## src/source/levelshift_pkg.sv

```systemverilog
// level shifter bring-up constants for pin order, timing and report characters
package levelshift_pkg;

	// monitored pins in report order
	localparam int NUM_PINS    = 20;
	localparam int PIN_PA_BASE = 0;  // pa[7:0]
	localparam int PIN_PD_BASE = 8;  // pd[7:0]
	localparam int PIN_HBLANK  = 16;
	localparam int PIN_VBLANK  = 17;
	localparam int PIN_BODGE1  = 18;
	localparam int PIN_BODGE2  = 19;

	localparam int DEC_PERIOD      = 500;  // clocks per decay tick
	localparam int HOLD_TICKS      = 3;    // decay ticks a flag survives
	localparam int SCAN_PERIOD     = 4000; // clocks per report
	localparam int DRIVE_HALF      = 40;   // probe half period
	localparam int CLOCKS_PER_BAUD = 8;
	localparam int UART_FRAME_BITS = 10;   // start, 8 data, stop

	// counter widths
	localparam int DEC_W   = $clog2(DEC_PERIOD);
	localparam int SCAN_W  = $clog2(SCAN_PERIOD);
	localparam int DRIVE_W = $clog2(DRIVE_HALF);
	localparam int HOLD_W  = $clog2(HOLD_TICKS + 1);
	localparam int BAUD_W  = $clog2(CLOCKS_PER_BAUD);
	localparam int BIT_W   = $clog2(UART_FRAME_BITS);
	localparam int IDX_W   = $clog2(NUM_PINS + 2); // pins plus CR and LF

	localparam logic [7:0] CHAR_ACTIVE = 8'h31; // '1'
	localparam logic [7:0] CHAR_QUIET  = 8'h30; // '0'
	localparam logic [7:0] CHAR_CR     = 8'h0d;
	localparam logic [7:0] CHAR_LF     = 8'h0a;

	localparam logic LVL_DIR_INPUT = 1'b1; // shifter direction for B to A
endpackage

```

## src/source/bringup_levelshift_top.sv

```systemverilog
// level shifter bring-up top with a pin activity report over UART and a probe output
`timescale 1ns/1ps

module bringup_levelshift_top import levelshift_pkg::*; (
	input  logic       clock,
	input  logic       rst_i,

	// monitored inputs
	input  logic [7:0] pa_i,
	input  logic [7:0] pd_i,
	input  logic       ppu2_hblank_i,
	input  logic       ppu2_vblank_i,
	input  logic       bodge1_i,
	input  logic       bodge2_i,

	output logic       bodge3_o,  // probe square wave
	output logic       uart_tx_o,

	// level shifter control
	output logic       lvl_pa_dir_o,
	output logic       lvl_pd_dir_o,
	output logic       lvl_va_dir_o,
	output logic       lvl_vd_dir_o,
	output logic       lvl_tst_dir_o,
	output logic       lvl_tst_oe_o
);

	logic [NUM_PINS-1:0] pins;
	logic [NUM_PINS-1:0] active;
	logic                dec_tick;
	logic                scan_tick;
	logic                uart_write;
	logic [7:0]          uart_data;
	logic                uart_busy;

	// report order from the package
	always_comb begin
		pins                   = '0;
		pins[PIN_PA_BASE +: 8] = pa_i;
		pins[PIN_PD_BASE +: 8] = pd_i;
		pins[PIN_HBLANK]       = ppu2_hblank_i;
		pins[PIN_VBLANK]       = ppu2_vblank_i;
		pins[PIN_BODGE1]       = bodge1_i;
		pins[PIN_BODGE2]       = bodge2_i;
	end

	// every shifter faces inward
	assign lvl_pa_dir_o  = LVL_DIR_INPUT;
	assign lvl_pd_dir_o  = LVL_DIR_INPUT;
	assign lvl_va_dir_o  = LVL_DIR_INPUT;
	assign lvl_vd_dir_o  = LVL_DIR_INPUT;
	assign lvl_tst_dir_o = LVL_DIR_INPUT;
	assign lvl_tst_oe_o  = 1'b0; // active low enable

	bringup_timebase timebase0 (
		.clock       (clock),
		.rst_i       (rst_i),
		.dec_tick_o  (dec_tick),
		.scan_tick_o (scan_tick),
		.drive_o     (bodge3_o)
	);

	pin_activity activity0 (
		.clock      (clock),
		.rst_i      (rst_i),
		.pins_i     (pins),
		.dec_tick_i (dec_tick),
		.active_o   (active)
	);

	report_scanner scanner0 (
		.clock       (clock),
		.rst_i       (rst_i),
		.scan_tick_i (scan_tick),
		.active_i    (active),
		.busy_i      (uart_busy),
		.write_o     (uart_write),
		.data_o      (uart_data)
	);

	uart_tx uart_tx0 (
		.clock   (clock),
		.rst_i   (rst_i),
		.write_i (uart_write),
		.data_i  (uart_data),
		.busy_o  (uart_busy),
		.tx_o    (uart_tx_o)
	);

endmodule

```

## src/source/bringup_timebase.sv

```systemverilog
// monitor timebase with decay tick, scan tick and probe square wave
`timescale 1ns/1ps

module bringup_timebase import levelshift_pkg::*; (
	input  logic clock,
	input  logic rst_i,
	output logic dec_tick_o,
	output logic scan_tick_o,
	output logic drive_o
);

	logic [DEC_W-1:0]   dec_cnt;
	logic [SCAN_W-1:0]  scan_cnt;
	logic [DRIVE_W-1:0] drive_cnt;

	always_ff @(posedge clock) begin
		if (rst_i) begin
			dec_cnt     <= '0;
			scan_cnt    <= '0;
			drive_cnt   <= '0;
			dec_tick_o  <= 1'b0;
			scan_tick_o <= 1'b0;
			drive_o     <= 1'b0; // probe starts low
		end else begin
			dec_tick_o <= (dec_cnt == DEC_W'(DEC_PERIOD - 1));
			if (dec_cnt == DEC_W'(DEC_PERIOD - 1))
				dec_cnt <= '0;
			else
				dec_cnt <= dec_cnt + 1'b1;

			scan_tick_o <= (scan_cnt == SCAN_W'(SCAN_PERIOD - 1));
			if (scan_cnt == SCAN_W'(SCAN_PERIOD - 1))
				scan_cnt <= '0;
			else
				scan_cnt <= scan_cnt + 1'b1;

			if (drive_cnt == DRIVE_W'(DRIVE_HALF - 1)) begin
				drive_cnt <= '0;
				drive_o   <= ~drive_o; // half period done
			end else begin
				drive_cnt <= drive_cnt + 1'b1;
			end
		end
	end

endmodule

```

## src/source/pin_activity.sv

```systemverilog
// per-pin activity detector with a hold counter that decays on ticks
`timescale 1ns/1ps

module pin_activity import levelshift_pkg::*; (
	input  logic                clock,
	input  logic                rst_i,
	input  logic [NUM_PINS-1:0] pins_i,
	input  logic                dec_tick_i,
	output logic [NUM_PINS-1:0] active_o
);

	logic [NUM_PINS-1:0] sync1;
	logic [NUM_PINS-1:0] sync2;
	logic [NUM_PINS-1:0] prev;
	logic [NUM_PINS-1:0] edge_det;
	logic [HOLD_W-1:0]   hold_cnt [NUM_PINS];

	// two-flop synchronizer then the edge register
	always_ff @(posedge clock) begin
		sync1 <= pins_i;
		sync2 <= sync1;
		prev  <= sync2; // edge register
	end

	assign edge_det = sync2 ^ prev; // either direction

	always_ff @(posedge clock) begin
		if (rst_i) begin
			for (int i = 0; i < NUM_PINS; i++)
				hold_cnt[i] <= '0;
		end else begin
			for (int i = 0; i < NUM_PINS; i++) begin
				if (edge_det[i])
					hold_cnt[i] <= HOLD_W'(HOLD_TICKS); // edge beats a tick
				else if (dec_tick_i && hold_cnt[i] != '0)
					hold_cnt[i] <= hold_cnt[i] - 1'b1;
			end
		end
	end

	always_comb begin
		for (int i = 0; i < NUM_PINS; i++)
			active_o[i] = (hold_cnt[i] != '0);
	end

endmodule

```

## src/source/report_scanner.sv

```systemverilog
// report scanner that snapshots the activity flags and sends them as one text line
`timescale 1ns/1ps

module report_scanner import levelshift_pkg::*; (
	input  logic                clock,
	input  logic                rst_i,
	input  logic                scan_tick_i,
	input  logic [NUM_PINS-1:0] active_i,
	input  logic                busy_i,
	output logic                write_o,
	output logic [7:0]          data_o
);

	logic                reporting;
	logic [IDX_W-1:0]    idx;  // character position in the line
	logic [NUM_PINS-1:0] snap;

	// one byte per free transmitter slot
	assign write_o = reporting && !busy_i;

	always_comb begin
		if (idx < IDX_W'(NUM_PINS))
			data_o = snap[idx] ? CHAR_ACTIVE : CHAR_QUIET;
		else if (idx == IDX_W'(NUM_PINS))
			data_o = CHAR_CR;
		else
			data_o = CHAR_LF;
	end

	always_ff @(posedge clock) begin
		if (rst_i) begin
			reporting <= 1'b0;
			idx       <= '0;
		end else if (!reporting) begin
			if (scan_tick_i) begin
				reporting <= 1'b1; // first byte goes out next cycle
				idx       <= '0;
			end
		end else if (write_o) begin
			if (idx == IDX_W'(NUM_PINS + 1)) begin
				reporting <= 1'b0; // line ends after the LF
				idx       <= '0;
			end else begin
				idx <= idx + 1'b1;
			end
		end
	end

	// flags frozen for the whole line
	always_ff @(posedge clock) begin
		if (!reporting && scan_tick_i)
			snap <= active_i;
	end

endmodule

```

## src/source/uart_tx.sv

```systemverilog
// 8N1 serial transmitter that sends LSB first
`timescale 1ns/1ps

module uart_tx import levelshift_pkg::*; (
	input  logic       clock,
	input  logic       rst_i,
	input  logic       write_i,
	input  logic [7:0] data_i,
	output logic       busy_o,
	output logic       tx_o
);

	logic [BAUD_W-1:0] baud_cnt;
	logic [BIT_W-1:0]  bit_cnt;
	logic [8:0]        shift; // data bits then stop bit

	always_ff @(posedge clock) begin
		if (rst_i) begin
			busy_o   <= 1'b0;
			tx_o     <= 1'b1; // line idles high
			baud_cnt <= '0;
			bit_cnt  <= '0;
		end else if (write_i) begin
			// new frame starts with the start bit
			busy_o   <= 1'b1;
			tx_o     <= 1'b0; // start bit
			baud_cnt <= '0;
			bit_cnt  <= '0;
		end else if (busy_o) begin
			if (baud_cnt == BAUD_W'(CLOCKS_PER_BAUD - 1)) begin
				baud_cnt <= '0;
				if (bit_cnt == BIT_W'(UART_FRAME_BITS - 1)) begin
					busy_o <= 1'b0; // stop bit finished
					tx_o   <= 1'b1;
				end else begin
					bit_cnt <= bit_cnt + 1'b1;
					tx_o    <= shift[0];
				end
			end else begin
				baud_cnt <= baud_cnt + 1'b1;
			end
		end
	end

	always_ff @(posedge clock) begin
		if (write_i)
			shift <= {1'b1, data_i};
		else if (busy_o && baud_cnt == BAUD_W'(CLOCKS_PER_BAUD - 1))
			shift <= {1'b1, shift[8:1]}; // next bit down to lsb
	end

endmodule

```

## config.mk

```make
export PLATFORM = sky130hd
export DESIGN_NAME = bringup_levelshift_top
export DESIGN_NICKNAME = d
export VERILOG_FILES = /design/src/source/levelshift_pkg.sv /design/src/source/bringup_levelshift_top.sv /design/src/source/bringup_timebase.sv /design/src/source/pin_activity.sv /design/src/source/report_scanner.sv /design/src/source/uart_tx.sv
export SDC_FILE = /design/constraint.sdc
export NUM_CORES = 1
export LEC_CHECK = 0
export BUFFER_PORTS_ARGS = -buffer_cell sky130_fd_sc_hd__buf_4
export CAP_MARGIN = 20
export CORE_ASPECT_RATIO = 2
export CORE_MARGIN = 3
export CORE_UTILIZATION = 40
export CTS_CLUSTER_SIZE = 24
export DETAILED_ROUTE_END_ITERATION = 10
export GPL_ROUTABILITY_DRIVEN = 0
export GPL_TIMING_DRIVEN = 1
export PLACE_DENSITY = 0.58
export RECOVER_POWER = 100
export SYNTH_ARGS = -nofsm -noshare
export SYNTH_HDL_FRONTEND = slang
export SYNTH_SLANG_ARGS = --single-unit
```

## constraint.sdc

```tcl
create_clock -name clock -period 2.3 [get_ports clock]
set_input_delay 0.46 -clock clock [delete_from_list [all_inputs] [get_ports clock]]
set_output_delay 0.46 -clock clock [all_outputs]
set_load 0.005 [all_outputs]
```

==> impl_metrics.py, run 1 <==
metrics = {
    "global_routing": {
        "grt_pass1_vias": 4281,
        "grt_overflow": 0,
        "grt_max_degree": 33,
        "grt_pass1_wl_mm": 17.8,
        "grt_usage_pct": 11.6,
        "grt_antenna_before_repair": 0,
    },
    "sta": {
        "period_needed_ps": 1960,
        "fmax_mhz": 510,
        "hold_violations": 0,
        "rsz0062_at_grt": "false",
        "fin_skew_ps": 13.7,
        "slew_headroom_pct": 55.0,
        "fin_crit_sh_pct": 85.3,
        "worstMarginPinSlew_ps": 673,
        "maxSlewViolCount": 0,
        "setup_tns_ps": 0,
        "setup_viol": 0,
    },
    "route": {
        "drt-wirelength-per-cell_microns": 11.5,
        "dr.pass1.iters": 4,
        "dr_wl_met3_microns": 285,
        "dr_total_vias": 4160,
        "postRouteAntennaNets": 0,
        "via_per_inst": 4.71,
        "wl_met2_mm": 5.70,
        "wirelength_met1_mm": 3.91,
        "top_layer_used": "met4",
        "drtIter0Drc": 117,
        "drt-total-wl_mm": 10.2,
        "drc": 0,
    },
    "setup_path": {
        "cpMaxStageDelayCell": "dfxtp_1",
        "slowest_delay_ps": 560,
        "timing.critical_path.to_type": "register",
        "arrival_ps": 2300,
        "crit_start": "scanner0.idx[1]",
        "cp_max_fo": 10,
        "crit_family": "flip-flops",
        "crit_chain": "inv_1 -> ha_1 -> and4b_1 -> nor3b_2 -> a41oi_1 -> a311oi_1",
        "worstReg2RegStart": "scanner0.idx[1]",
        "critPathRequiredTime_ps": 2640,
        "start_kind": "register",
        "crit_type": "reg2reg",
        "path_buf_inv": 1,
    },
    "logic_synthesis": {
        "ys_top_cells_by_area": "dfxtp_1, edfxtp_1, ha_1",
        "synthFlopType": "dfxtp_1",
        "avgSynthCellArea_sq_um": 10.8,
        "ys_seq_area_share_pct": 60.2,
        "synth.distinct_cells": 47,
        "synth_top_area_share_pct": 30.5,
        "yosysTopAreaCell": "dfxtp_1",
        "async_flop_share_pct": 0,
        "synthCells": 638,
        "synth_warnings": 0,
        "synth_edf_count": 68,
        "ys_ff_latch": 173,
        "syn-cell-area_sq_um": 6890,
    },
    "floorplan": {
        "rows": 67,
        "die_y_microns": 192,
        "die_x_microns": 98.8,
        "start_util_pct": 40.9,
        "top_level_ports": 30,
        "dieArea_sq_um": 18900,
        "core_area_sq_um": 16800,
    },
    "run_status": {
        "status": "finished, final reports clean",
    },
    "clock_tree": {
        "holdBufCountCts": 0,
        "cts_setup_buffers": 0,
        "clock-root-buffer": "clkbuf_16",
        "cts_buffers": 17,
        "cts_tree": "done",
        "clkLatencyLatePin_ps": 420,
        "clkSinkCount": 173,
        "clk_path_buf_depth": 2,
        "ctsResizeCount": 0,
        "cts.htree.levels": 4,
        "path_clk_slew_ps": 70,
    },
    "finish": {
        "finish.utilization_pct": 46.6,
        "final_common_cell": "dfxtp_1",
        "final_cell_mix": "dfxtp_1, nor2_1, inv_1",
        "antenna_cells": 0,
        "area_growth_pct": 14.1,
        "nNetsFinal": 714,
        "drive_gt1_share_pct": 8.88,
    },
    "pwr": {
        "fin_total_pwr_mw": 6.59,
        "ir_drop_v": 0.000660,
        "p_per_area_nw_per_um2": 839,
        "leakage_nw": 3.04,
    },
    "place": {
        "dpl.hpwl_mm": 7.25,
        "portBuffers": 23,
    },
    "flow_run": {
        "cap_violations": 0,
    },
    "min_path": {
        "worstHoldStart": "pd_i[7]",
        "hold_path_class": "in2reg",
    },
}
-- final cells by class --
| cell class | count | area [sq um] |
|---|---|---|
| timing repair buffer | 29 | 230 |
| tap | 207 | 259 |
| sequential | 173 | 4140 |
| clock inverter | 2 | 12.5 |
| inverter | 69 | 259 |
| multi-input combinational | 373 | 2360 |
| clock buffer | 30 | 591 |
| fill | 1549 | 8990 |
-- worst reg2reg max path, cell delays in order (launching register included) --
cell,delay (ps)
dfxtp_1,560
inv_1,160
ha_1,200
and4b_1,200
nor3b_2,340
a41oi_1,160
a311oi_1,260
-- path summary, 6_finish.rpt --
path	endpoint	slack (ps)	cells past startpoint
worst min register to register	activity0.sync2[8]	320	0
worst max-delay path	scanner0.idx[3]	340	6
worst min-delay path	activity0.sync1[15]	170	1
worst max register to register	scanner0.idx[3]	340	6
-- report_power, final --
part	internal, mW	leakage (nW)	switching [mW]	total, mW
sequential	3.36	1.55	0.0546	3.41
clock	1.74	0.295	1.09	2.83
combinational	0.158	1.20	0.193	0.351
total	5.26	3.04	1.33	6.59
-- metal layers --
layer,vias to the layer above,GRT usage (%)
met3,16,2.96
met4,0,6.52
met2,51,22.6
li1,2142,-
met5,-,0
met1,1951,10.6
-- cell families after synthesis --
kind of cell             count (synthesis)  share of synthesized area (%)
AND/OR/NAND/NOR                        216                           15.4
flip-flops                             173                           60.2
buffers and inverters                   96                           5.72
AO/OA/AOI/OAI                           65                           5.47
XOR/XNOR                                45                           5.72
adder cells (fa/ha/maj)                 29                           5.27
multiplexers                            12                           2.11
other                                    2                          0.109
-- state kept, by name (all words and copies together), names as in the netlist --
signal,cells
activity0.hold_cnt,40
scanner0.idx,5
scanner0.snap,20
scanner0.reporting,1
uart_tx0.busy_o,1
uart_tx0.tx_o,1
uart_tx0.baud_cnt,3
activity0.prev,20
activity0.sync1,20
timebase0.dec_tick_o,1
activity0.sync2,20
uart_tx0.shift,8
timebase0.scan_tick_o,1
timebase0.drive_o,1
timebase0.dec_cnt,9
timebase0.scan_cnt,12
timebase0.drive_cnt,6
uart_tx0.bit_cnt,4
-- metrics by stage --
stage,hold slack (ps),setup slack (ps),std cells,instance area (sq um)
final,165,338,883,7860
after global routing,138,156,883,7860
after global placement,309,405,851,7250
after CTS,119,323,883,7860
after floorplan,310,644,642,6900
after detailed placement,312,328,851,7250
-- cells in the mapped netlist (5+ instances only) --
| cell | instances |
|---|---|
| clkbuf_1 | 16 |
| nand3_1 | 11 |
| edfxtp_1 | 68 |
| xnor2_1 | 36 |
| nor3_1 | 7 |
| inv_1 | 69 |
| a21oi_1 | 44 |
| nand4_1 | 5 |
| dfxtp_1 | 105 |
| ha_1 | 29 |
| nand2_1 | 51 |
| nor2b_1 | 26 |
| buf_4 | 6 |
| nand2b_1 | 23 |
| xor2_1 | 9 |
| nor2_1 | 70 |
| o21ai_0 | 6 |
| mux2i_1 | 10 |
Note: power is estimated with default switching activity, not from simulation.
==> run 2, diff against run 1 <==
==> constraint.sdc (replaced) <==
create_clock -name clock -period 2.3 [get_ports clock]
set_input_delay 0.345 -clock clock [delete_from_list [all_inputs] [get_ports clock]]
set_output_delay 0.345 -clock clock [all_outputs]
set_load 0.005 [all_outputs]
==> run 2 against run 1 <==
Highest routed layer unchanged. Clock power is 4% lower. Flip-flop and latch count stayed put. Cell area is 0.56% lower. Global-route usage is 0.15 points higher.
==> impl_metrics.py, run 2 (synthesis results as in run 1) <==
metrics = {
    "setup_path": {
        "worstReg2RegEnd": "scanner0.idx[3]",
        "arrival_ps": 2320,
        "timing.critical_path.to_type": "register",
        "start_kind": "register",
        "crit_type": "reg2reg",
        "slowest_delay_ps": 570,
        "critPathRequiredTime_ps": 2630,
        "regToRegSetupSlack_ps": 310,
        "crit_family": "flip-flops",
        "path_buf_inv": 1,
        "worstReg2RegStart": "scanner0.idx[1]",
        "cpMaxStageDelayCell": "dfxtp_1",
        "crit_chain": "inv_1 -> ha_1 -> and4b_1 -> nor3b_2 -> a41oi_1 -> a311oi_1",
        "cp_max_fo": 10,
        "ff2ff_path_depth": 6,
    },
    "sta": {
        "slew_headroom_pct": 31.5,
        "hold_violations": 0,
        "setup_tns_ps": 0,
        "fin_crit_sh_pct": 86.7,
        "worstMarginPinSlew_ps": 1030,
        "fmax_mhz": 502,
        "rsz0062_at_grt": "false",
        "timing.final.ws_setup_ps": 306,
        "fin_skew_ps": 9.23,
        "period_needed_ps": 1990,
        "fin_hold_ws_ps": 49.2,
        "setup_viol": 0,
        "maxSlewViolCount": 0,
    },
    "pwr": {
        "ir_drop_v": 0.000781,
        "leakage_nw": 3.03,
        "fin_total_pwr_mw": 6.47,
        "p_per_area_nw_per_um2": 829,
    },
    "route": {
        "drc": 0,
        "wirelength_met1_mm": 4.14,
        "top_layer_used": "met4",
        "drt-total-wl_mm": 10.4,
        "drt-wirelength-per-cell_microns": 11.8,
        "dr.pass1.iters": 4,
        "dr_wl_met3_microns": 222,
        "dr_total_vias": 4152,
        "via_per_inst": 4.70,
        "postRouteAntennaNets": 0,
        "drtIter0Drc": 101,
        "wl_met2_mm": 5.90,
    },
    "floorplan": {
        "rows": 67,
        "die_x_microns": 98.8,
        "die_y_microns": 192,
        "core_area_sq_um": 16800,
        "start_util_pct": 40.9,
        "dieArea_sq_um": 18900,
        "top_level_ports": 30,
    },
    "min_path": {
        "hold_path_class": "in2reg",
        "hold_end": "activity0.sync1[1]",
        "worstHoldStart": "pa_i[1]",
        "min_delay_path_depth": 1,
    },
    "place": {
        "place_ws_ps": 336,
        "dpl.hpwl_mm": 7.45,
        "portBuffers": 23,
        "place_inst": 851,
        "dpl-instance-area_sq_um": 7250,
    },
    "flow_run": {
        "cap_violations": 0,
    },
    "clock_tree": {
        "clkSinkCount": 173,
        "cts.htree.levels": 4,
        "cts_setup_buffers": 0,
        "cts_buffers": 17,
        "cts_tree": "done",
        "clkLatencyLatePin_ps": 420,
        "clock-root-buffer": "clkbuf_16",
        "ctsResizeCount": 0,
        "path_clk_slew_ps": 60,
        "holdBufCountCts": 0,
        "clk_path_buf_depth": 2,
    },
    "global_routing": {
        "grt_pass1_vias": 4160,
        "grt_usage_pct": 11.8,
        "grt_pass1_wl_mm": 18.1,
        "grt_antenna_before_repair": 0,
        "grt_max_degree": 50,
        "grt_overflow": 0,
    },
    "finish": {
        "final_common_cell": "dfxtp_1",
        "finish.utilization_pct": 46.4,
        "filler_cell_count": 1568,
        "largest_register_ffs": 40,
        "antenna_cells": 0,
        "nNetsFinal": 714,
        "stdcell_area_sq_um": 7810,
        "area_growth_pct": 13.5,
        "final_cell_mix": "dfxtp_1, nor2_1, inv_1",
        "regMostFlops": "activity0.hold_cnt",
        "stdcell_count": 883,
        "drive_gt1_share_pct": 9.32,
    },
    "run_status": {
        "status": "finished, final reports clean",
    },
}
[run 2: cell count changes in the layout (fill, tap and decap cells not counted), moves of 2 or more]
cell and change:
inv_6 +4, buf_4 -2, clkinv_4 +2, clkbuf_16 -4, clkbuf_1 -3, clkinv_2 +4
[run 2: area by class of cell]
| class | count | area (sq um) | area share (%) |
|---|---|---|---|
| inverters | 69 | 259 | 3.31 |
| well taps | 207 | 259 | 3.31 |
| repair buffers | 29 | 223 | 2.85 |
| clock inverters | 12 | 109 | 1.39 |
| flip-flops and latches | 173 | 4140 | 53.0 |
| multi-input cells | 373 | 2360 | 30.2 |
| clock buffers | 20 | 458 | 5.86 |
[run 2: how the worst max path moves through the flow]
| stage | startpoint | to | depth (start not counted) |
|---|---|---|---|
| 2_1_floorplan | scanner0.idx[1] | scanner0.idx[3] | 7 |
| 3_3_place_gp | scanner0.idx[1] | scanner0.idx[3] | 6 |
| 3_5_place_dp | scanner0.idx[1] | scanner0.idx[3] | 6 |
| 4_1_cts | scanner0.idx[1] | scanner0.idx[3] | 6 |
| 5_1_grt | scanner0.idx[1] | scanner0.idx[3] | 6 |
| 6_report | scanner0.idx[1] | scanner0.idx[3] | 6 |
[run 2: metal layers]
metal  track usage (%)  vias up
met5                 0        -
li1                  -     2139
met4              5.47        0
met3              2.70       13
met2              22.7       41
met1              11.6     1959
[run 2: where the power goes]
part           leakage (nW)  switching [mW]  internal, mW
Sequential             1.55          0.0537          3.36
Combinational          1.19           0.193         0.157
Clock                 0.285            1.15          1.57
Total                  3.03            1.40          5.08
==> run 3, diff against run 2 <==
--- a/config.mk
+++ b/config.mk
@@ -9,12 +9,12 @@
 export CAP_MARGIN = 20
 export CORE_ASPECT_RATIO = 2
 export CORE_MARGIN = 3
-export CORE_UTILIZATION = 40
+export CORE_UTILIZATION = 55
 export CTS_CLUSTER_SIZE = 24
 export DETAILED_ROUTE_END_ITERATION = 10
 export GPL_ROUTABILITY_DRIVEN = 0
 export GPL_TIMING_DRIVEN = 1
-export PLACE_DENSITY = 0.58
+export PLACE_DENSITY = 0.74
 export RECOVER_POWER = 100
 export SYNTH_ARGS = -nofsm -noshare
 export SYNTH_HDL_FRONTEND = slang
==> run 3 against run 2 <==
Die area down 26%. Clock power about the same. Flip-flop and latch count unchanged. Largest power group unchanged.
==> impl_metrics.py, run 3 (synthesis results as in run 1) <==
metrics = {
    "global_routing": {
        "grt_overflow": 0,
        "grt_max_degree": 75,
        "grt_pass1_vias": 4281,
        "grt_usage_pct": 16.2,
        "grt_antenna_before_repair": 0,
        "grt_pass1_wl_mm": 18.0,
    },
    "clock_tree": {
        "clkLatencyLatePin_ps": 420,
        "ctsResizeCount": 0,
        "cts_buffers": 17,
        "clk_path_buf_depth": 2,
        "path_clk_slew_ps": 70,
        "clock-root-buffer": "clkbuf_16",
        "cts.htree.levels": 4,
        "clkSinkCount": 173,
        "cts_setup_buffers": 0,
        "cts_tree": "done",
    },
    "sta": {
        "rsz0062_at_grt": "false",
        "hold_violations": 0,
        "fin_hold_ws_ps": 42.2,
        "worstMarginPinSlew_ps": 1020,
        "setup_viol": 0,
        "maxSlewViolCount": 0,
        "setup_tns_ps": 0,
        "timing.final.ws_setup_ps": 240,
        "fin_crit_sh_pct": 89.6,
        "period_needed_ps": 2060,
        "fin_skew_ps": 10.2,
        "slew_headroom_pct": 31.8,
        "fmax_mhz": 485,
    },
    "place": {
        "portBuffers": 23,
        "dpl-instance-area_sq_um": 7160,
        "place_ws_ps": 251,
        "dpl.hpwl_mm": 7.18,
        "place_inst": 789,
    },
    "route": {
        "via_per_inst": 5.06,
        "drt-wirelength-per-cell_microns": 12.4,
        "drc": 0,
        "drtIter0Drc": 170,
        "drt-total-wl_mm": 10.3,
        "postRouteAntennaNets": 0,
        "dr_total_vias": 4183,
        "dr.pass1.iters": 4,
    },
    "floorplan": {
        "core_area_sq_um": 12200,
        "die_y_microns": 164,
        "top_level_ports": 30,
        "die_x_microns": 85.1,
        "dieArea_sq_um": 14000,
        "rows": 57,
        "start_util_pct": 56.5,
    },
    "run_status": {
        "status": "finished, final reports clean",
    },
    "setup_path": {
        "cpMaxStageDelayCell": "dfxtp_1",
        "critPathRequiredTime_ps": 2620,
        "cp_max_fo": 10,
        "start_kind": "register",
        "slowest_delay_ps": 570,
        "crit_chain": "inv_1 -> ha_1 -> and4b_1 -> nor3b_2 -> a41oi_1 -> a311oi_1",
        "arrival_ps": 2380,
        "crit_type": "reg2reg",
        "timing.critical_path.to_type": "register",
    },
    "flow_run": {
        "cap_violations": 0,
    },
    "finish": {
        "regMostFlops": "activity0.hold_cnt",
        "drive_gt1_share_pct": 9.26,
        "final_common_cell": "dfxtp_1",
        "stdcell_count": 827,
        "final_cell_mix": "dfxtp_1, nor2_1, inv_1",
        "finish.utilization_pct": 64.0,
        "stdcell_area_sq_um": 7800,
        "largest_register_ffs": 40,
        "area_growth_pct": 13.4,
        "antenna_cells": 0,
        "nNetsFinal": 718,
    },
    "pwr": {
        "p_per_area_nw_per_um2": 833,
        "p_int_mw": 4.97,
        "p_sw_share_pct": 23.6,
        "p_clk_share_pct": 42.1,
        "fin_total_pwr_mw": 6.50,
        "power_switching_mw": 1.53,
        "pwr-share-comb_pct": 5.5,
        "ir_drop_v": 0.000771,
        "leakage_nw": 3.04,
        "power_frac_seq_pct": 52.4,
    },
    "min_path": {
        "hold_path_class": "in2reg",
    },
}
[run 3: changes by cell type in the layout (fill, tap and decap cells not counted), moves of 3 or more]
cell / change
inv_8: +5
clkinv_2: -4
dlygate4sd3_1: +6
inv_6: -4
clkinv_8: +3
[run 3: layer usage]
layer / vias up / track usage, % / part of all wire, %
met5: - / 0 / 0
met4: 0 / 7.49 / 2.2
met3: 18 / 4.52 / 2.9
met2: 54 / 30.5 / 57
met1: 1959 / 15.9 / 38
li1: 2152 / - / -
[run 3: area by class of cell]
class	count	area, sq um
clock buffers	18	429
clock inverters	14	155
fillers	966	4390
inverters	69	259
multi-input cells	373	2360
flip-flops and latches	173	4140
well taps	147	184
repair buffers	33	272
[run 3: critical path, delay by kind of cell, from the launching register on]
family	cells	cell delay, ps
buffers and inverters	1	180
DFF	1	570
and+or+nand+nor	2	530
AOI/OAI and AO/OA	2	470
adders and majority gates	1	220
[run 3: repair_timing]
| action | in CTS | in global routing |
|---|---|---|
| endpoints found under the hold margin | 2 | 4 |
| setup endpoints to repair | 0 | 0 |
| hold buffers | 2 | 4 |
[run 3: final timing paths]
kind	to	start	slack [ps]	depth (start not counted)
worst max-delay path	scanner0.idx[3]	scanner0.idx[1]	240	6
worst min-delay path	activity0.sync1[13]	pd_i[5]	40	1
worst max register to register	scanner0.idx[3]	scanner0.idx[1]	240	6
worst min register to register	activity0.sync2[18]	activity0.sync1[18]	320	0
[run 3: power by group through the flow]
stage               logic [mW]  registers, mW  clock network [mW]
floorplan                0.268           3.46                   0
global placement         0.329           3.47                   0
detailed placement       0.357           3.48                   0
CTS                      0.363           3.41                2.81
global route             0.423           3.42                2.91
finish                   0.359           3.41                2.73
